<file path="src/hw/cipher_ctrl_pkg.sv">
////////////////////////////////////////////////////////////
// Cipher round controller definitions
////////////////////////////////////////////////////////////

package cipher_ctrl_pkg;

  // Bits per sparse signal and number of controller rails
  parameter int unsigned Sp2VWidth = 2;

  parameter int unsigned NumHsSig = 3;  // Sparse handshake inputs

  // Sparse two-valued code
  // Codes 00 and 11 flag a fault
  typedef enum logic [Sp2VWidth-1:0] {
    SP2V_HIGH = 2'b01,
    SP2V_LOW  = 2'b10
  } sp2v_e;

  typedef enum logic {
    CIPH_FWD = 1'b0,
    CIPH_INV = 1'b1
  } ciph_op_e;

  typedef enum logic [1:0] {
    AES_128 = 2'b00,
    AES_192 = 2'b01,
    AES_256 = 2'b10
  } key_len_e;

  typedef logic [3:0] rnd_ctr_t;

  parameter rnd_ctr_t MaxRndCtr = 4'd13;  // Last round of AES_256

  // State register source
  typedef enum logic [2:0] {
    STATE_INIT  = 3'b001,  // Input block
    STATE_ROUND = 3'b010,  // Round output
    STATE_CLEAR = 3'b100   // Idle
  } state_sel_e;

  typedef enum logic [2:0] {
    ADD_RK_INIT  = 3'b001,
    ADD_RK_ROUND = 3'b010,
    ADD_RK_FINAL = 3'b100
  } add_rk_sel_e;

  typedef struct packed {
    state_sel_e  state_sel;
    add_rk_sel_e add_rk_sel;
  } ctrl_sel_t;

  typedef struct packed {
    sp2v_e in_valid;
    sp2v_e out_ready;
    sp2v_e sbox_out_req;
  } hs_sp_t;

  // One rail's bit of each sparse input
  typedef struct packed {
    logic in_valid;
    logic out_ready;
    logic sbox_out_req;
  } rail_hs_t;

  typedef struct packed {
    logic      in_ready;   // Rail polarity
    logic      out_valid;  // Rail polarity
    logic      state_we;   // Rail polarity
    logic      sbox_en;    // Rail polarity
    logic      sbox_ack;   // Rail polarity
    ctrl_sel_t ctrl_sel;
    rnd_ctr_t  rnd_ctr;
    logic      alert;
  } rail_out_t;

  // Rounds per block for a key length
  function automatic rnd_ctr_t num_rounds(key_len_e key_len);
    rnd_ctr_t n;
    case (key_len)
      AES_192: n = 4'd12;
      AES_256: n = 4'd14;
      default: n = 4'd10;
    endcase
    return n;
  endfunction

endpackage

</file>
<file path="src/hw/cipher_ctrl_rail.sv">
////////////////////////////////////////////////////////////
// Cipher controller rail
////////////////////////////////////////////////////////////

`timescale 1ns/100ps

module cipher_ctrl_rail import cipher_ctrl_pkg::*; #(
  parameter bit Polarity      = 1'b1,
  parameter bit CiphOpFwdOnly = 1'b0
) (
  input  logic      clk_i,
  input  logic      rst_ni,
  input  rail_hs_t  hs_i,
  input  ciph_op_e  op_i,
  input  key_len_e  key_len_i,
  input  logic      enc_err_i,
  input  logic      mismatch_err_i,
  output ciph_op_e  op_o,
  output rail_out_t rail_o
);

  typedef enum logic [2:0] {
    IDLE,
    INIT,
    ROUND,
    OUT,
    ERROR
  } rail_state_e;

  localparam logic Inv = ~Polarity;  // Active-low rail

  rail_state_e state_d, state_q;
  rnd_ctr_t    rnd_ctr_d, rnd_ctr_q;
  rnd_ctr_t    rnd_last;
  ciph_op_e    op_q;
  key_len_e    key_len_q;
  rail_hs_t    hs;
  logic        err;
  logic        last_rnd;
  logic        cfg_we;
  logic        in_valid;
  logic        out_ready;
  logic        sbox_req;
  logic        in_ready;
  logic        out_valid;
  logic        state_we;
  logic        sbox_en;
  logic        sbox_ack;
  ctrl_sel_t   ctrl_sel;

  // Convert to active-high view
  assign hs  = rail_hs_t'(hs_i ^ {$bits(rail_hs_t){Inv}});
  assign err = enc_err_i | mismatch_err_i;

  // No handshake is honoured on a corrupted code
  assign in_valid  = hs.in_valid & ~enc_err_i;
  assign out_ready = hs.out_ready & ~enc_err_i;
  assign sbox_req  = hs.sbox_out_req & ~enc_err_i;

  assign rnd_last = num_rounds(key_len_q) - rnd_ctr_t'(1);
  assign last_rnd = (rnd_ctr_q == rnd_last);

  ////////////////////////////////////////////////////////////
  // Round FSM
  ////////////////////////////////////////////////////////////

  always_comb begin
    state_d   = state_q;
    rnd_ctr_d = rnd_ctr_q;
    cfg_we    = 1'b0;
    in_ready  = 1'b0;
    out_valid = 1'b0;
    state_we  = 1'b0;
    sbox_en   = 1'b0;
    sbox_ack  = 1'b0;
    ctrl_sel  = '{state_sel: STATE_CLEAR, add_rk_sel: ADD_RK_INIT};

    case (state_q)
      IDLE: begin
        in_ready = 1'b1;
        if (in_valid) begin
          cfg_we  = 1'b1;  // Sample op and key length
          state_d = INIT;
        end
      end

      INIT: begin
        state_we  = 1'b1;  // Load input block
        ctrl_sel  = '{state_sel: STATE_INIT, add_rk_sel: ADD_RK_INIT};
        rnd_ctr_d = '0;
        state_d   = ROUND;
      end

      ROUND: begin
        ctrl_sel.state_sel  = STATE_ROUND;
        ctrl_sel.add_rk_sel = last_rnd ? ADD_RK_FINAL : ADD_RK_ROUND;
        sbox_en             = ~sbox_req;
        if (sbox_req) begin
          sbox_ack = 1'b1;
          state_we = 1'b1;
          if (last_rnd) begin
            state_d = OUT;
          end else begin
            rnd_ctr_d = rnd_ctr_q + rnd_ctr_t'(1);
          end
        end
      end

      OUT: begin
        out_valid = 1'b1;
        if (out_ready) begin
          state_d = IDLE;
        end
      end

      default: state_d = ERROR;  // ERROR is terminal
    endcase

    if (err) begin
      state_d = ERROR;
    end
  end

  always_ff @(posedge clk_i or negedge rst_ni) begin
    if (!rst_ni) begin
      state_q   <= IDLE;
      rnd_ctr_q <= '0;
      op_q      <= CIPH_FWD;
      key_len_q <= AES_128;
    end else begin
      state_q   <= state_d;
      rnd_ctr_q <= rnd_ctr_d;
      if (cfg_we) begin
        op_q      <= CiphOpFwdOnly ? CIPH_FWD : op_i;
        key_len_q <= key_len_i;
      end
    end
  end

  ////////////////////////////////////////////////////////////
  // Outputs
  ////////////////////////////////////////////////////////////

  assign op_o = op_q;

  assign rail_o.in_ready  = in_ready ^ Inv;
  assign rail_o.out_valid = out_valid ^ Inv;
  assign rail_o.state_we  = state_we ^ Inv;
  assign rail_o.sbox_en   = sbox_en ^ Inv;
  assign rail_o.sbox_ack  = sbox_ack ^ Inv;
  assign rail_o.ctrl_sel  = ctrl_sel;
  assign rail_o.rnd_ctr   = rnd_ctr_q;
  assign rail_o.alert     = (state_q == ERROR);

  // Counter stays within the longest key schedule
  a_rnd_ctr_max : assert property (@(posedge clk_i) disable iff (!rst_ni)
      rnd_ctr_q <= MaxRndCtr);

endmodule

</file>
<file path="src/hw/cipher_ctrl_top.sv">
////////////////////////////////////////////////////////////
// Cipher round controller top
////////////////////////////////////////////////////////////

`timescale 1ns/100ps

module cipher_ctrl_top import cipher_ctrl_pkg::*; #(
  parameter bit CiphOpFwdOnly = 1'b0
) (
  input  logic      clk_i,
  input  logic      rst_ni,

  // Start handshake
  input  sp2v_e     in_valid_i,
  output sp2v_e     in_ready_o,

  // Result handshake
  output sp2v_e     out_valid_o,
  input  sp2v_e     out_ready_i,

  input  ciph_op_e  op_i,
  input  key_len_e  key_len_i,

  // S-box exchange with the data path
  output sp2v_e     sbox_en_o,
  input  sp2v_e     sbox_out_req_i,
  output sp2v_e     sbox_ack_o,

  output sp2v_e     state_we_o,
  output ctrl_sel_t ctrl_sel_o,

  // Key expansion
  output ciph_op_e  key_expand_op_o,
  output rnd_ctr_t  key_round_o,

  output logic      alert_o
);

  // Rail polarity follows the bits of the HIGH code
  localparam logic [Sp2VWidth-1:0] HighBits = SP2V_HIGH;

  hs_sp_t                    hs_sp;
  rail_hs_t  [Sp2VWidth-1:0] rail_hs;
  rail_out_t [Sp2VWidth-1:0] rail_out;
  ciph_op_e  [Sp2VWidth-1:0] rail_op;
  logic                      enc_err;
  logic                      mismatch_err;

  assign hs_sp.in_valid     = in_valid_i;
  assign hs_sp.out_ready    = out_ready_i;
  assign hs_sp.sbox_out_req = sbox_out_req_i;

  sp2v_check u_sp2v_check (
    .hs_i      ( hs_sp   ),
    .rail_hs_o ( rail_hs ),
    .enc_err_o ( enc_err )
  );

  ////////////////////////////////////////////////////////////
  // Redundant rails
  ////////////////////////////////////////////////////////////

  for (genvar i = 0; i < Sp2VWidth; i++) begin : gen_rail
    cipher_ctrl_rail #(
      .Polarity      ( HighBits[i]   ),
      .CiphOpFwdOnly ( CiphOpFwdOnly )
    ) u_rail (
      .clk_i          ( clk_i        ),
      .rst_ni         ( rst_ni       ),
      .hs_i           ( rail_hs[i]   ),
      .op_i           ( op_i         ),
      .key_len_i      ( key_len_i    ),
      .enc_err_i      ( enc_err      ),
      .mismatch_err_i ( mismatch_err ),  // Shared by both rails
      .op_o           ( rail_op[i]   ),
      .rail_o         ( rail_out[i]  )
    );
  end

  rail_combine u_rail_combine (
    .rails_i         ( rail_out        ),
    .op_i            ( rail_op         ),
    .in_ready_o      ( in_ready_o      ),
    .out_valid_o     ( out_valid_o     ),
    .state_we_o      ( state_we_o      ),
    .sbox_en_o       ( sbox_en_o       ),
    .sbox_ack_o      ( sbox_ack_o      ),
    .ctrl_sel_o      ( ctrl_sel_o      ),
    .key_round_o     ( key_round_o     ),
    .key_expand_op_o ( key_expand_op_o ),
    .alert_o         ( alert_o         ),
    .mismatch_err_o  ( mismatch_err    )
  );

endmodule

</file>
<file path="src/hw/rail_combine.sv">
////////////////////////////////////////////////////////////
// Rail output merge and mismatch check
////////////////////////////////////////////////////////////

`timescale 1ns/100ps

module rail_combine import cipher_ctrl_pkg::*; (
  input  rail_out_t [Sp2VWidth-1:0] rails_i,
  input  ciph_op_e  [Sp2VWidth-1:0] op_i,
  output sp2v_e                     in_ready_o,
  output sp2v_e                     out_valid_o,
  output sp2v_e                     state_we_o,
  output sp2v_e                     sbox_en_o,
  output sp2v_e                     sbox_ack_o,
  output ctrl_sel_t                 ctrl_sel_o,
  output rnd_ctr_t                  key_round_o,
  output ciph_op_e                  key_expand_op_o,
  output logic                      alert_o,
  output logic                      mismatch_err_o
);

  logic [Sp2VWidth-1:0] sp_in_ready;
  logic [Sp2VWidth-1:0] sp_out_valid;
  logic [Sp2VWidth-1:0] sp_state_we;
  logic [Sp2VWidth-1:0] sp_sbox_en;
  logic [Sp2VWidth-1:0] sp_sbox_ack;
  logic [Sp2VWidth-1:0] mr_alert;

  ////////////////////////////////////////////////////////////
  // Sparse outputs
  ////////////////////////////////////////////////////////////

  // Each rail drives its own bit of the code
  for (genvar i = 0; i < Sp2VWidth; i++) begin : gen_bits
    assign sp_in_ready[i]  = rails_i[i].in_ready;
    assign sp_out_valid[i] = rails_i[i].out_valid;
    assign sp_state_we[i]  = rails_i[i].state_we;
    assign sp_sbox_en[i]   = rails_i[i].sbox_en;
    assign sp_sbox_ack[i]  = rails_i[i].sbox_ack;
    assign mr_alert[i]     = rails_i[i].alert;
  end

  assign in_ready_o  = sp2v_e'(sp_in_ready);
  assign out_valid_o = sp2v_e'(sp_out_valid);
  assign state_we_o  = sp2v_e'(sp_state_we);
  assign sbox_en_o   = sp2v_e'(sp_sbox_en);
  assign sbox_ack_o  = sp2v_e'(sp_sbox_ack);

  assign alert_o = |mr_alert;  // One rail is enough

  ////////////////////////////////////////////////////////////
  // Merge and compare
  ////////////////////////////////////////////////////////////

  // Differing rails either break the one-hot code or show up below
  always_comb begin
    ctrl_sel_o      = '0;
    key_round_o     = '0;
    key_expand_op_o = CIPH_FWD;
    mismatch_err_o  = 1'b0;

    for (int i = 0; i < Sp2VWidth; i++) begin
      ctrl_sel_o      = ctrl_sel_t'(ctrl_sel_o | rails_i[i].ctrl_sel);
      key_round_o     = key_round_o | rails_i[i].rnd_ctr;
      key_expand_op_o = ciph_op_e'(key_expand_op_o | op_i[i]);
    end

    for (int i = 0; i < Sp2VWidth; i++) begin
      if (ctrl_sel_o      != rails_i[i].ctrl_sel ||
          key_round_o     != rails_i[i].rnd_ctr  ||
          key_expand_op_o != op_i[i]) begin
        mismatch_err_o = 1'b1;
      end
    end
  end

  // A state write always has one source and one round key choice
  a_sel_onehot : assert final (
      state_we_o != SP2V_HIGH ||
      ($onehot(ctrl_sel_o.state_sel) && $onehot(ctrl_sel_o.add_rk_sel)))
    else $error("rail_combine: selector not one-hot on state write");

endmodule

</file>
<file path="src/hw/sp2v_check.sv">
////////////////////////////////////////////////////////////
// Sparse handshake check and rail split
////////////////////////////////////////////////////////////

`timescale 1ns/100ps

module sp2v_check import cipher_ctrl_pkg::*; (
  input  hs_sp_t                   hs_i,
  output rail_hs_t [Sp2VWidth-1:0] rail_hs_o,
  output logic                     enc_err_o
);

  logic [NumHsSig-1:0][Sp2VWidth-1:0] sig;
  logic [NumHsSig-1:0]                sig_err;

  assign sig = hs_i;

  ////////////////////////////////////////////////////////////
  // Encoding check
  ////////////////////////////////////////////////////////////

  // Legal codes always have two differing bits
  for (genvar j = 0; j < NumHsSig; j++) begin : gen_chk
    assign sig_err[j] = ~^sig[j];
  end

  assign enc_err_o = |sig_err;

  ////////////////////////////////////////////////////////////
  // Rail split
  ////////////////////////////////////////////////////////////

  // Rail i takes bit i of every field
  for (genvar i = 0; i < Sp2VWidth; i++) begin : gen_split
    assign rail_hs_o[i].in_valid     = hs_i.in_valid[i];
    assign rail_hs_o[i].out_ready    = hs_i.out_ready[i];
    assign rail_hs_o[i].sbox_out_req = hs_i.sbox_out_req[i];
  end

  // Every code outside HIGH and LOW must be flagged
  a_enc_err : assert final (
      $isunknown(hs_i) ||
      (hs_i.in_valid     inside {SP2V_HIGH, SP2V_LOW} &&
       hs_i.out_ready    inside {SP2V_HIGH, SP2V_LOW} &&
       hs_i.sbox_out_req inside {SP2V_HIGH, SP2V_LOW}) ||
      enc_err_o)
    else $error("sp2v_check: invalid code without enc_err_o");

endmodule

</file>
<file path="config.mk">
export PLATFORM = sky130hd
export DESIGN_NAME = cipher_ctrl_top
export DESIGN_NICKNAME = d
export VERILOG_FILES = /design/src/hw/cipher_ctrl_pkg.sv /design/src/hw/cipher_ctrl_rail.sv /design/src/hw/cipher_ctrl_top.sv /design/src/hw/rail_combine.sv /design/src/hw/sp2v_check.sv
export SDC_FILE = /design/constraint.sdc
export NUM_CORES = 1
export LEC_CHECK = 0
export BUFFER_PORTS_ARGS = -buffer_cell sky130_fd_sc_hd__buf_4
export CAP_MARGIN = 20
export CORE_UTILIZATION = 59
export DETAILED_ROUTE_END_ITERATION = 8
export PLACE_DENSITY = 0.85
export SYNTH_ARGS = -nofsm -noshare
export SYNTH_HDL_FRONTEND = slang
export SYNTH_SLANG_ARGS = --single-unit
</file>
<file path="constraint.sdc">
create_clock -name clk_i -period 6.13 [get_ports clk_i]
set_input_delay 0.3065 -clock clk_i [delete_from_list [all_inputs] [get_ports clk_i]]
set_output_delay 0.3065 -clock clk_i [all_outputs]
set_load 0.1 [all_outputs]
</file>
# After elaboration in Yosys (flattened, before gate mapping)
# Cells that the tools add are included.
[totals] reg_bits=20 elab_cells=122 output_inout_bits=22 inputBits=11
[op_classes] reduce_logical=17 eq_ne=32 n_mux=42 n_bitwise=19 addsub=4
[ops] cell="two-way mux 3 bit" count=12
[ops] cell="one-hot mux 3 bit (4 select lines)" count=2
[ops] cell="one-hot mux 6 bit (2 select lines)" count=2
[ops] cell="two-way mux 1 bit" count=16
[ops] cell="two-way mux 4 bit" count=4
[ops] cell="one-hot mux 4 bit (2 select lines)" count=2
[ops] cell="== test 3 x 2 -> 1 bit, second input constant" count=4
[ops] cell="inequality test 3 x 1 -> 1 bit, second input constant" count=4
[ops] cell="inequality test 3 x 2 -> 1 bit, second input constant" count=4
[ops] cell="inequality test 6 bit" count=2
[ops] cell="one-hot mux 3 bit (2 select lines)" count=2
[ops] cell="adder 4 x 1 -> 4 bit, second input constant" count=2
[ops] cell="== test 4 bit" count=2
[ops] cell="inequality test 4 bit" count=2
[ops] cell="NOT 1 bit" count=8
[ops] cell="AND reduction 4 bit" count=2
[ops] cell="subtractor 4 x 1 -> 4 bit, second input constant" count=2
[ops] cell="bitwise AND 1 bit" count=6
[ops] cell="== test 3 x 1 -> 1 bit, second input constant" count=2
[ops] cell="== test 3 bit, second input constant" count=2
[ops] cell="logical NOT 3 bit" count=2
[ops] cell="bitwise OR 6 bit" count=1
[ops] cell="AND reduction 3 bit" count=2
[ops] cell="XNOR reduction 2 bit" count=3
[ops] cell="13 further kinds" count=24

# Longest topological paths before layout
# Gate-level depths: netlist (run 1).
[logic_depth] depth_word=15 mapped_depth=7 mapped_depth_nobuf=7

# By module
# Synthesis (run 1) repeated with hierarchy kept, for this count alone.
[unflattened] hier_cells=209 hier_area_um2=1726.7
[modules_own_cells] mod="cipher_ctrl_rail at gen_rail[1].u_rail" cells_per_inst=82 instances=1 seq_area_each_um2=250.2 area_per_inst_um2=701.9
[modules_own_cells] mod="cipher_ctrl_rail at gen_rail[0].u_rail" cells_per_inst=80 instances=1 seq_area_each_um2=250.2 area_per_inst_um2=685.7
[modules_own_cells] mod="rail_combine" cells_per_inst=37 instances=1 seq_area_each_um2=0.0 area_per_inst_um2=262.8
[modules_own_cells] mod="sp2v_check" cells_per_inst=10 instances=1 seq_area_each_um2=0.0 area_per_inst_um2=76.3

# Least setup slack after synthesis (run 1)
# Ideal clock, no wire load.
[synth_timing] path_kind="register to register" from="register gen_rail[1].u_rail.state_q[1]" to="register gen_rail[0].u_rail.state_q[0]" path_slack_ns=2.630 stages_incl_launch_ff=7 required_time_ns=6.001 t_arrival_ns=3.372 period_less_slack_ns=3.500 path_buffers=1 setup_time_ns=0.129 cell_sequence="dfrtp_1 -> buf_4 -> or2b_1 -> o21ai_0 -> nand2_2 -> nand4_4 -> nor3_1"
[synth_lines] element="start, declared" line="cipher_ctrl_rail.sv:32" text="rail_state_e state_d, state_q;"
[synth_lines] element="start signal, assigned" line="cipher_ctrl_rail.sv:131" text="state_q <= state_d;"
[synth_lines] element="end signal, assigned" line="cipher_ctrl_rail.sv:131"
[synth_lines] element="end, declared" line="cipher_ctrl_rail.sv:32"

==> PnR_summary.wiki, run 1 <==
{| class="wikitable"
! Metric !! Value
|-
| Share of final-layout standard cells stronger than drive strength 1 || 0.295
|-
| Final setup fails || 0
|-
| Rows || 18
|-
| Total I/O pin count || 33
|-
| Routed wirelength normalized by instance count || 16.1 um
|-
| Aggregate global routing overflow || 0
|-
| DRC errors left || 0
|-
| Proportion of synthesized flip-flops having asynchronous set or reset || 1.00
|-
| Mapped Avg Cell Area || 8.89 sq um
|-
| Mux share of post-synthesis cell area || 0.0659
|-
| Yosys synthesis warning count || 0
|-
| WP data required || 5820 ps
|-
| Max rail drop VDD || 171 uV
|-
| Hold Path Stages || 2
|-
| Fin cells || 237
|-
| Worst Hold Endpoint || gen_rail[1].u_rail.op_o
|-
| CTS Buf Count || 3
|-
| Wire length of the first global-routing pass || 6560 um
|-
| Number of violations of the max-capacitance limit || 0
|-
| Post-synthesis cell type with the largest combined area || sky130_fd_sc_hd__dfrtp_1
|-
| Clock transition time at the flip-flop clock pins of the worst setup and hold paths || 120 ps
|-
| Most numerous cell in the Yosys netlist || sky130_fd_sc_hd__dfrtp_1
|-
| Worst reg2reg startpoint || gen_rail[1].u_rail.key_len_q[0]
|-
| Pwr dens || 139 nW/um^2
|-
| Kind of critical path || reg -> out
|-
| Final slew viol count || 0
|-
| Parity-gate share of the synthesized area counting xor and xnor cells || 0.0629
|-
| Dominant combinational cell family by area after synthesis || simple AND/OR/NAND/NOR gates
|-
| Post-synthesis net count || 205
|-
| Share of the synthesized area in the top cell type || 0.299
|-
| Die height || 55.2 um
|-
| Number of enable flip-flop cells after synthesis || 0
|-
| Fin crit share || 0.398
|-
| Number of cell instances on the worst register-to-register path || 7
|-
| Critical Path End Type || primary output
|-
| Clock tree root driver cell || sky130_fd_sc_hd__clkbuf_4
|-
| Run status || finished, final reports clean
|-
| Post-route antenna net violation count || 0
|-
| Highest net fanout along the worst path || 3
|-
| Number of clock sinks || 20
|-
| Detailed-route via count || 1461
|-
| Most instantiated flip-flop cell in the synthesis netlist || sky130_fd_sc_hd__dfrtp_1
|-
| Placer congestion estimate || 0.800
|-
| Highest clock rate || 410 MHz
|-
| Final-layout worst hold slack || 234 ps
|-
| RSZ-0062 raised after global routing || false
|-
| Synthesized instance count || 188
|-
| Clock skew || 3.16 ps
|-
| Width of the chip || 55.2 um
|-
| Distinct cells, synth || 51
|-
| Number of vias per cell || 6.16
|-
| Fraction of the yosys area taken by sequential cells || 0.299
|-
| Synth cell count leaders || sky130_fd_sc_hd__dfrtp_1, sky130_fd_sc_hd__nand2_1, sky130_fd_sc_hd__buf_4
|-
| Via count of the first global-routing pass || 1407
|-
| Number of buffer cells added on primary ports || 32
|-
| Post-synthesis register bit count || 20
|-
| Total instance count after detailed placement || 232
|-
| CTS tree || yes
|-
| Hold Violations, Final || 0
|-
| Multi-input combinational cell area || 1020 sq um
|-
| Sequential cell area || 500 sq um
|-
| Transition at the pin with the smallest max-transition slack || 547 ps
|-
| Post-layout nets || 225
|-
| Relative slew margins || 0.631
|-
| Final setup TNS || 0 ps
|-
| Min cycle time layout || 2440 ps
|-
| Buffer levels on the longest clock path || 2
|-
| Worst flop-to-flop path endpoint || gen_rail[1].u_rail.rnd_ctr_q[2]
|-
| First-pass iteration count of the detailed router || 4
|-
| Nature of the critical path startpoint || register
|-
| Startpoint of the worst hold path || op_i
|-
| Setup slack on the worst flop-to-flop path || 3810 ps
|-
| Area growth from synthesis to final layout || 13.3%
|-
| Die area || 3050 sq um
|-
| Post-synthesis cell area || 1670 sq um
|-
| Data arrival time of the worst path || 2130 ps
|-
| Leak || 0.795 nW
|-
| Overall fraction of global-route tracks in use || 0.267
|-
| Detailed Route Iter0 Violations || 54
|-
| Final-layout fill cell count || 185
|-
| WL final || 3820 um
|-
| Number of antenna violations at the first check in global routing || 0
|-
| Most area-consuming cells after synthesis || sky130_fd_sc_hd__dfrtp_1, sky130_fd_sc_hd__buf_4, sky130_fd_sc_hd__mux2_2
|-
| Pin count of the biggest net entering global routing || 21
|-
| Starting Density || 0.651
|-
| Core Box Area || 2570 sq um
|-
| H-tree lvl count || 1
|-
| Compound-Gate Fraction of Synth Area || 0.166
|-
| Worst hold path type || in -> reg
|-
| Synth Area in Adders || 0.0449
|-
| Area fraction in and, or, nand and nor cells after synthesis || 0.270
|-
| Total half-perimeter wirelength after legalization and detailed placement || 2890 um
|-
| Diodes inserted || 0
|-
| Clock Latency Late Sink || 310 ps
|}
## registers in the layout (all words and copies together), names as in the netlist
name,flops
gen_rail.u_rail.key_len_q,4
gen_rail.u_rail.op_o,2
gen_rail.u_rail.rnd_ctr_q,8
gen_rail.u_rail.state_q,6
## worst max-delay path, stage by stage, from the launching register on
cell and delay [ps]:
sky130_fd_sc_hd__dfrtp_1 390, sky130_fd_sc_hd__inv_1 50, sky130_fd_sc_hd__ha_1 200, sky130_fd_sc_hd__xnor2_1 210, sky130_fd_sc_hd__o211ai_1 170, sky130_fd_sc_hd__nor3_1 380
sky130_fd_sc_hd__inv_1 70, sky130_fd_sc_hd__nand2_1 80, sky130_fd_sc_hd__buf_4 280
## worst max path at each step
stage                               startpoint                               to  slack, ps  cells past startpoint
3_3_place_gp   gen_rail[1].u_rail.key_len_q[0]  gen_rail[1].u_rail.rnd_ctr_q[3]       4080                      7
3_5_place_dp   gen_rail[1].u_rail.key_len_q[0]  gen_rail[1].u_rail.rnd_ctr_q[3]       3950                      7
4_1_cts        gen_rail[0].u_rail.key_len_q[0]                    ctrl_sel_o[2]       3690                      8
6_report       gen_rail[0].u_rail.key_len_q[0]                    ctrl_sel_o[2]       3690                      8
5_1_grt        gen_rail[0].u_rail.key_len_q[0]                    ctrl_sel_o[2]       3520                      8
2_1_floorplan    gen_rail[1].u_rail.state_q[1]    gen_rail[0].u_rail.state_q[0]       2630                      6
## final cells by class
class	instances	area share
tap	30	0.0198
sequential	20	0.264
clock buffer	3	0.0119
multi-input combinational	141	0.538
inverter	9	0.0178
clock inverter	1	0.0159
timing repair buffer	33	0.132
## logic make-up (layout without fill, tap and decap cells)
logic type | count (synthesis) | count (layout)
compound gates | 35 | 35
xor+xnor | 12 | 12
fa+ha+maj | 6 | 6
buf+inv | 27 | 46
flops | 20 | 20
mux | 10 | 10
simple gates | 78 | 78
## layout by cell type (no fill, tap or decap), types with 3 or more instances in the layout
cell type	netlist	layout
sky130_fd_sc_hd__a21oi_1	4	4
sky130_fd_sc_hd__a31oi_1	4	4
sky130_fd_sc_hd__buf_4	12	32
sky130_fd_sc_hd__clkbuf_4	1	3
sky130_fd_sc_hd__dfrtp_1	20	20
sky130_fd_sc_hd__ha_1	6	6
sky130_fd_sc_hd__inv_1	9	9
sky130_fd_sc_hd__mux2_2	8	8
sky130_fd_sc_hd__nand2_1	18	18
sky130_fd_sc_hd__nand2b_1	5	5
sky130_fd_sc_hd__nand3_1	5	5
sky130_fd_sc_hd__nor2_1	8	8
sky130_fd_sc_hd__nor2b_1	3	3
sky130_fd_sc_hd__nor3_1	6	6
sky130_fd_sc_hd__nor4_1	3	3
sky130_fd_sc_hd__o211ai_1	3	3
sky130_fd_sc_hd__o21ai_0	7	7
sky130_fd_sc_hd__or2_2	5	5
sky130_fd_sc_hd__or3_1	4	4
sky130_fd_sc_hd__or4_1	3	3
sky130_fd_sc_hd__xnor2_1	5	5
sky130_fd_sc_hd__xor2_1	7	7
## power breakdown
| group | internal (mW) | switching, mW |
|---|---|---|
| Sequential | 0.133 | 0.000930 |
| Combinational | 0.00907 | 0.0125 |
| Clock | 0.0661 | 0.0426 |
| Total | 0.208 | 0.0560 |
## routing by layer
layer,vias to the layer above,global-route usage,part of all wire
li1,702,-,-
met1,688,0.353,0.42
met2,65,0.435,0.49
met3,6,0.0632,0.076
met4,0,0.0786,0.012
met5,-,0,0
## stage by stage
step            util  area (sq um)  power, mW  setup slack [ps]
2_1_floorplan      -          1670      0.146              2630
3_3_place_gp   0.713          1830      0.156              4080
3_5_place_dp   0.713          1830      0.157              3950
4_1_cts        0.738          1890      0.267              3690
5_1_grt        0.738          1890      0.275              3520
6_report       0.738          1890      0.264              3690
## repair_timing
action / in CTS / in global routing
buffers inserted: 0 / 0
hold buffers: 1 / 0
resized for setup: 0 / 0
hold endpoints to repair: 20 / 0
(Power assumes the default switching activity.)
==> run 2: changes to the inputs <==
Settings changed: ABC_AREA from default to 1, CORE_UTILIZATION 59 to 50, PLACE_DENSITY 0.85 to 0.76.
Clock period 6.13 ns to 2 ns, I/O delays scaled along.
==> run 2 against run 1 <==
Compared with the run above:
- synthesized cell count up 36%
- worst setup slack worse by 3600 ps
- non-clock buffer count up 4
- clock power up 130%
- global-route usage down 3.8 points
- register-to-register slack worse by 3500 ps
- via count up 11%
- sequential power rose to 3.0 times the previous value
==> PnR_summary.wiki, run 2 <==
{| class="wikitable"
! Metric !! Value
|-
| Clock tree root driver cell || sky130_fd_sc_hd__clkbuf_4
|-
| Core Box Area || 3100 sq um
|-
| Detailed Route Iter0 Violations || 60
|-
| Fin cells || 331
|-
| Critical Path End Type || primary output
|-
| Placer congestion estimate || 0.833
|-
| Synthesized instance count || 256
|-
| Most instantiated flip-flop cell in the synthesis netlist || sky130_fd_sc_hd__dfrtp_1
|-
| Leak || 1.10 nW
|-
| Startpoint of the worst hold path || key_len_i[0]
|-
| Post-synthesis cell area || 1650 sq um
|-
| Post-route antenna net violation count || 0
|-
| Met3 routed WL || 186 um
|-
| Max rail drop VDD || 328 uV
|-
| Maximum cell stage delay along the critical path || 400 ps
|-
| Number of violations of the max-capacitance limit || 0
|-
| Proportion of synthesized flip-flops having asynchronous set or reset || 1.00
|-
| H-tree lvl count || 1
|-
| RSZ-0062 raised after global routing || false
|-
| Min cycle time layout || 1870 ps
|-
| Diodes inserted || 0
|-
| Nature of the critical path startpoint || register
|-
| Share of the core filled with cells in the final layout || 0.644
|-
| Number of vias per cell || 4.90
|-
| Final setup fails || 0
|-
| Routed wirelength normalized by instance count || 11.1 um
|-
| Top layer reached by signal wires || met4
|-
| Setup slack on the worst flop-to-flop path || 280 ps
|-
| Slowest CP cell || sky130_fd_sc_hd__dfrtp_1
|-
| CTS tree || yes
|-
| Highest clock rate || 535 MHz
|-
| Post-synthesis cell type with the largest combined area || sky130_fd_sc_hd__dfrtp_1
|-
| Fraction of the yosys area taken by sequential cells || 0.303
|-
| Die area || 3540 sq um
|-
| Clock Latency Late Sink || 310 ps
|-
| Hold Path Stages || 3
|-
| Most used cell, CP || sky130_fd_sc_hd__nand2_1
|-
| Met2 routed wirelength || 1680 um
|-
| Kind of critical path || reg -> out
|-
| Post-layout nets || 305
|-
| Clock skew || 9.71 ps
|-
| Pwr dens || 346 nW/um^2
|-
| Aggregate global routing overflow || 0
|-
| Mapped Avg Cell Area || 6.46 sq um
|-
| Overall fraction of global-route tracks in use || 0.229
|-
| Final setup TNS || 0 ps
|-
| DRC errors left || 0
|-
| Buffer levels on the longest clock path || 2
|-
| Number of cell instances on the worst register-to-register path || 13
|-
| Synth cell count leaders || sky130_fd_sc_hd__nand2_1, sky130_fd_sc_hd__inv_1, sky130_fd_sc_hd__nand3_1
|-
| WL final || 3670 um
|-
| Fin crit share || 0.935
|-
| Area growth from synthesis to final layout || 21.0%
|-
| Total I/O pin count || 33
|-
| Via count of the first global-routing pass || 1445
|-
| CTS Buf Count || 3
|-
| Total non-filler cell area in the finished layout || 2000 sq um
|-
| First-pass iteration count of the detailed router || 4
|-
| Number of antenna violations at the first check in global routing || 0
|-
| Clock transition time at the flip-flop clock pins of the worst setup and hold paths || 120 ps
|-
| Width of the chip || 59.5 um
|-
| Detailed-route via count || 1621
|-
| Worst Slack Setup Final || 130 ps
|-
| Most numerous cell in the Yosys netlist || sky130_fd_sc_hd__nand2_1
|-
| Total half-perimeter wirelength after legalization and detailed placement || 2910 um
|-
| Relative slew margins || 0.669
|-
| Die height || 59.5 um
|-
| Worst flop-to-flop path endpoint || gen_rail[0].u_rail.state_q[2]
|-
| Number of enable flip-flop cells after synthesis || 0
|-
| Post-synthesis register bit count || 20
|-
| Data arrival time of the worst path || 1770 ps
|-
| Met1 WL || 1760 um
|-
| Final-layout worst hold slack || 49.9 ps
|-
| Total instance count after detailed placement || 322
|-
| Final slew viol count || 0
|-
| Most used cells in the layout excluding fill and tap cells || sky130_fd_sc_hd__nand2_1, sky130_fd_sc_hd__inv_1, sky130_fd_sc_hd__buf_4
|-
| Post-placement cell area || 1880 sq um
|-
| Highest net fanout along the worst path || 3
|-
| Worst reg2reg startpoint || gen_rail[0].u_rail.key_len_q[0]
|-
| Transition at the pin with the smallest max-transition slack || 492 ps
|-
| Rows || 20
|-
| Leading registers by flop count || gen_rail.u_rail.rnd_ctr_q: 8 flops, gen_rail.u_rail.state_q: 6 flops, gen_rail.u_rail.key_len_q: 4 flops
|-
| Number of clock sinks || 20
|-
| Share of final-layout standard cells stronger than drive strength 1 || 0.261
|-
| Register ranked first by flip-flop count || gen_rail.u_rail.rnd_ctr_q
|-
| Post-Place Setup Slack || 332 ps
|-
| Hold Violations, Final || 0
|-
| Worst Hold Endpoint || gen_rail[1].u_rail.key_len_q[0]
|-
| WP data required || 1900 ps
|-
| Run status || finished, final reports clean
|-
| Post-synthesis net count || 273
|-
| Final total power || 0.692 mW
|-
| Most area-consuming cells after synthesis || sky130_fd_sc_hd__dfrtp_1, sky130_fd_sc_hd__nand2_1, sky130_fd_sc_hd__inv_1
|-
| Yosys synthesis warning count || 0
|-
| Distinct cells, synth || 26
|-
| Number of buffer cells added on primary ports || 32
|-
| Pin count of the biggest net entering global routing || 21
|-
| Worst hold path type || in -> reg
|-
| Ordered cell list for the critical path || inv_1, ha_1, nand2_1, nand2_1, nand2_1, nor2_2, nand2_1, nand2_2, nand2_2, buf_12
|-
| Starting Density || 0.533
|-
| Share of the synthesized area in the top cell type || 0.303
|-
| Wire length of the first global-routing pass || 6050 um
|-
| Most common cell after layout, fill and taps aside || sky130_fd_sc_hd__nand2_1
|-
| Largest register FFs || 8
|}
-- run 2: changes by cell type in the layout (fill, tap and decap cells not counted), sizes merged, moves of 8 or more --
cell and delta:
inv +38, mux2 -8, nor2 +18, nand3 +22, nand2 +66
-- run 2: worst max-delay path, delay by kind of cell, from the launching register on --
family | cells | cell delay, ps
buffers and inverters | 2 | 220
adder cells (fa/ha/maj) | 1 | 290
flip-flops | 1 | 400
AND/OR/NAND/NOR | 7 | 540
-- run 2: worst max-delay path by stage --
stage / to / cells past startpoint / from / slack [ps]
after global placement: ctrl_sel_o[1] / 9 / gen_rail[0].u_rail.key_len_q[0] / 370
final: ctrl_sel_o[1] / 10 / gen_rail[0].u_rail.key_len_q[0] / 130
after global routing: ctrl_sel_o[1] / 9 / gen_rail[0].u_rail.key_len_q[0] / 9
after floorplan: gen_rail[1].u_rail.state_q[0] / 11 / gen_rail[0].u_rail.state_q[0] / 110
after CTS: ctrl_sel_o[1] / 10 / gen_rail[0].u_rail.key_len_q[0] / 0.5
after detailed placement: gen_rail[0].u_rail.state_q[2] / 12 / gen_rail[0].u_rail.key_len_q[0] / 330
-- run 2: repair_timing --
| action | CTS | global route |
|---|---|---|
| setup buffers | 0 | 4 |
| pin swaps | 0 | 2 |
| gates resized for setup | 1 | 12 |
| endpoints found under the hold margin | 20 | 0 |
| setup endpoints to repair | 1 | 2 |
| hold buffers | 1 | 0 |
-- run 2: layer usage --
layer	track usage	up-vias
met1	0.317	714
met3	0.0306	5
met5	0	-
li1	-	848
met4	0.0897	0
met2	0.363	54
-- run 2: cells by family (layout without fill, tap and decap cells) --
family | Yosys count | count (layout) | synth area share
DFF | 20 | 20 | 0.303
AOI/OAI and AO/OA | 21 | 21 | 0.0696
xor gates and xnor gates | 5 | 5 | 0.0265
adders and majority gates | 6 | 6 | 0.0454
and+or+nand+nor | 146 | 146 | 0.400
buffers and inverters | 58 | 89 | 0.156
-- run 2: power breakdown --
group / switching [mW] / total, mW / internal, mW
Clock: 0.134 / 0.246 / 0.111
Sequential: 0 / 0.404 / 0.404
Combinational: 0.0235 / 0.0425 / 0.0191
-- run 2: layout make-up --
class / count / area, sq um
Inverter: 48 / 183
Tap cell: 44 / 55.1
Multi-Input combinational cell: 178 / 920
Fill cell: 320 / 1100
Timing Repair Buffer: 37 / 305
Sequential cell: 20 / 500
Clock buffer: 4 / 36.3
==> run 3: changes to the inputs <==
==> constraint.sdc (replaced) <==
create_clock -name clk_i -period 2 [get_ports clk_i]
set_input_delay 0.4 -clock clk_i [delete_from_list [all_inputs] [get_ports clk_i]]
set_output_delay 0.4 -clock clk_i [all_outputs]
set_load 0.1 [all_outputs]
==> run 3 against run 2 <==
Compared with the run above:
- the run now ends with negative setup slack left
- worst setup slack got worse by 360 ps
- final area increased by 16%
- hold slack improved by 290 ps
- die area unchanged
- clock skew decreased by 8.4 ps
- flip-flop and latch count unchanged
- total power increased by 0.44%
- sequential share of layout area decreased by 3.3 points
- maximum frequency decreased by 16%
- register-to-register slack got worse by 400 ps
- non-clock buffer count increased by 13
- critical path type unchanged
- largest power group unchanged
==> PnR_summary.wiki, run 3 (synthesis results as in run 2) <==
{| class="wikitable"
! Metric !! Value
|-
| Run status || finished with violations
|-
| Violated checks || negative setup slack
|-
| Share of the core filled with cells in the final layout || 0.745
|-
| Final setup TNS || -653 ps
|-
| Total instance count after detailed placement || 326
|-
| Max rail drop VDD || 262 uV
|-
| Leak || 1.20 nW
|-
| RSZ-0062 raised after global routing || true
|-
| Clock tree root driver cell || sky130_fd_sc_hd__clkbuf_4
|-
| DRC errors left || 0
|-
| Routed wirelength normalized by instance count || 13.2 um
|-
| Fin crit share || 1.12
|-
| Nature of the critical path startpoint || register
|-
| Setup slack on the worst flop-to-flop path || -120 ps
|-
| Pwr dens || 301 nW/um^2
|-
| WL final || 4550 um
|-
| Wire length of the first global-routing pass || 6670 um
|-
| Placer congestion estimate || 0.893
|-
| Overall fraction of global-route tracks in use || 0.258
|-
| CTS tree || yes
|-
| Number of clock sinks || 20
|-
| Rows || 20
|-
| Worst hold path type || in -> reg
|-
| Worst flop-to-flop path endpoint || gen_rail[1].u_rail.state_q[0]
|-
| Worst Hold Endpoint || gen_rail[0].u_rail.state_q[0]
|-
| Clock Latency Late Sink || 310 ps
|-
| Leading registers by flop count || gen_rail.u_rail.rnd_ctr_q: 8 flops, gen_rail.u_rail.state_q: 6 flops, gen_rail.u_rail.key_len_q: 4 flops
|-
| Post-Place Setup Slack || 95.2 ps
|-
| Area growth from synthesis to final layout || 39.8%
|-
| Number of buffer cells added on primary ports || 32
|-
| Most common cell after layout, fill and taps aside || sky130_fd_sc_hd__nand2_1
|-
| Highest clock rate || 448 MHz
|-
| Number of vias per cell || 5.15
|-
| Register ranked first by flip-flop count || gen_rail.u_rail.rnd_ctr_q
|-
| Die height || 59.5 um
|-
| Core Box Area || 3100 sq um
|-
| Total half-perimeter wirelength after legalization and detailed placement || 2990 um
|-
| Final setup fails || 4
|-
| Most used cells in the layout excluding fill and tap cells || sky130_fd_sc_hd__nand2_1, sky130_fd_sc_hd__inv_1, sky130_fd_sc_hd__buf_4
|-
| Highest net fanout along the worst path || 3
|-
| Post-route antenna net violation count || 0
|-
| Fin cells || 344
|-
| Detailed Route Iter0 Violations || 97
|-
| Min cycle time layout || 2230 ps
|-
| Maximum cell stage delay along the critical path || 440 ps
|-
| Kind of critical path || reg -> out
|-
| WP data required || 1600 ps
|-
| Slowest CP cell || sky130_fd_sc_hd__dfrtp_1
|-
| Die area || 3540 sq um
|-
| Worst Slack Setup Final || -230 ps
|-
| H-tree lvl count || 1
|-
| Pin count of the biggest net entering global routing || 21
|-
| Number of violations of the max-capacitance limit || 0
|-
| CTS Buf Count || 3
|-
| Transition at the pin with the smallest max-transition slack || 311 ps
|-
| Via count of the first global-routing pass || 1504
|-
| Post-layout nets || 318
|-
| Relative slew margins || 0.792
|-
| Share of final-layout standard cells stronger than drive strength 1 || 0.363
|-
| Number of antenna violations at the first check in global routing || 0
|-
| Total I/O pin count || 33
|-
| Startpoint of the worst hold path || out_ready_i[0]
|-
| Number of cell instances on the worst register-to-register path || 17
|-
| Width of the chip || 59.5 um
|-
| Worst reg2reg startpoint || gen_rail[1].u_rail.key_len_q[0]
|-
| Final-layout fill cell count || 265
|-
| Ordered cell list for the critical path || inv_2, ha_4, nand2_2, nand2_2, nand2_2, nor2_4, nand3_2, nand2_2, buf_12
|-
| Detailed-route via count || 1771
|-
| Buffer levels on the longest clock path || 2
|-
| Largest register FFs || 8
|-
| Hold Violations, Final || 0
|-
| Aggregate global routing overflow || 0
|-
| Critical Path End Type || primary output
|-
| Starting Density || 0.533
|-
| Most used cell, CP || sky130_fd_sc_hd__nand2_2
|-
| Clock skew || 1.27 ps
|-
| Clock transition time at the flip-flop clock pins of the worst setup and hold paths || 120 ps
|-
| Diodes inserted || 0
|-
| First-pass iteration count of the detailed router || 4
|-
| Hold Path Stages || 4
|-
| Data arrival time of the worst path || 1830 ps
|-
| Final slew viol count || 0
|}
[run 3: changes by cell type in the layout (fill, tap and decap cells not counted), sizes merged]
| cell | delta |
|---|---|
| buf | +13 |
[run 3: worst max-delay path by stage]
stage	startpoint	endpoint	slack (ps)	cells past startpoint
after floorplan	gen_rail[0].u_rail.state_q[1]	gen_rail[1].u_rail.state_q[0]	90	10
after global placement	gen_rail[0].u_rail.key_len_q[1]	ctrl_sel_o[2]	140	7
after detailed placement	gen_rail[0].u_rail.key_len_q[1]	ctrl_sel_o[2]	100	7
after CTS	gen_rail[1].u_rail.key_len_q[0]	ctrl_sel_o[1]	-100	10
after global routing	gen_rail[0].u_rail.key_len_q[0]	ctrl_sel_o[1]	-320	10
final	gen_rail[1].u_rail.key_len_q[0]	ctrl_sel_o[2]	-230	9
[run 3: power by group]
group,switching [mW],leakage [nW],internal (mW)
combinational,0.0247,0.950,0.0191
clock,0.136,0.0210,0.111
sequential,0,0.231,0.404
[run 3: what timing repair did]
item / CTS / global route
gates resized for setup: 19 / 41
pin swaps: 6 / 12
hold buffers: 1 / 0
setup endpoints to repair: 4 / 15
buffers inserted: 12 / 3
endpoints found under the hold margin: 20 / 0
[run 3: worst max-delay path: cells and delay by family (launching register included)]
| family | cells | cell delay (ps) |
|---|---|---|
| flops | 1 | 440 |
| buf+inv | 2 | 240 |
| simple gates | 6 | 560 |
| fa+ha+maj | 1 | 280 |
[run 3: per-stage QoR]
| stage | power, mW | hold slack (ps) | instance area, sq um |
|---|---|---|---|
| finish | 0.695 | 343 | 2310 |
| global route | 0.724 | 345 | 2310 |
| CTS | 0.699 | 346 | 2140 |
| detailed placement | 0.454 | 299 | 1930 |
| global placement | 0.454 | 298 | 1930 |
| floorplan | 0.426 | 104 | 1680 |
[run 3: layout make-up]
type	count	area (sq um)	share of cell area
multi-input combinational	178	1050	0.454
sequential	20	502	0.217
inverter	48	190	0.0823
clock buffer	4	36.3	0.0157
tap	44	55.1	0.0238
timing repair buffer	50	478	0.207
[run 3: routing by layer]
metal  vias up  part of all wire  global-route usage  wire length [um]
met4         0             0.024              0.0698               108
li1        877                 -                   -                 -
met2        76              0.49               0.443              2220
met3        12             0.078              0.0393               357
met5         -                 0                   0                 0
met1       806              0.41               0.338              1860
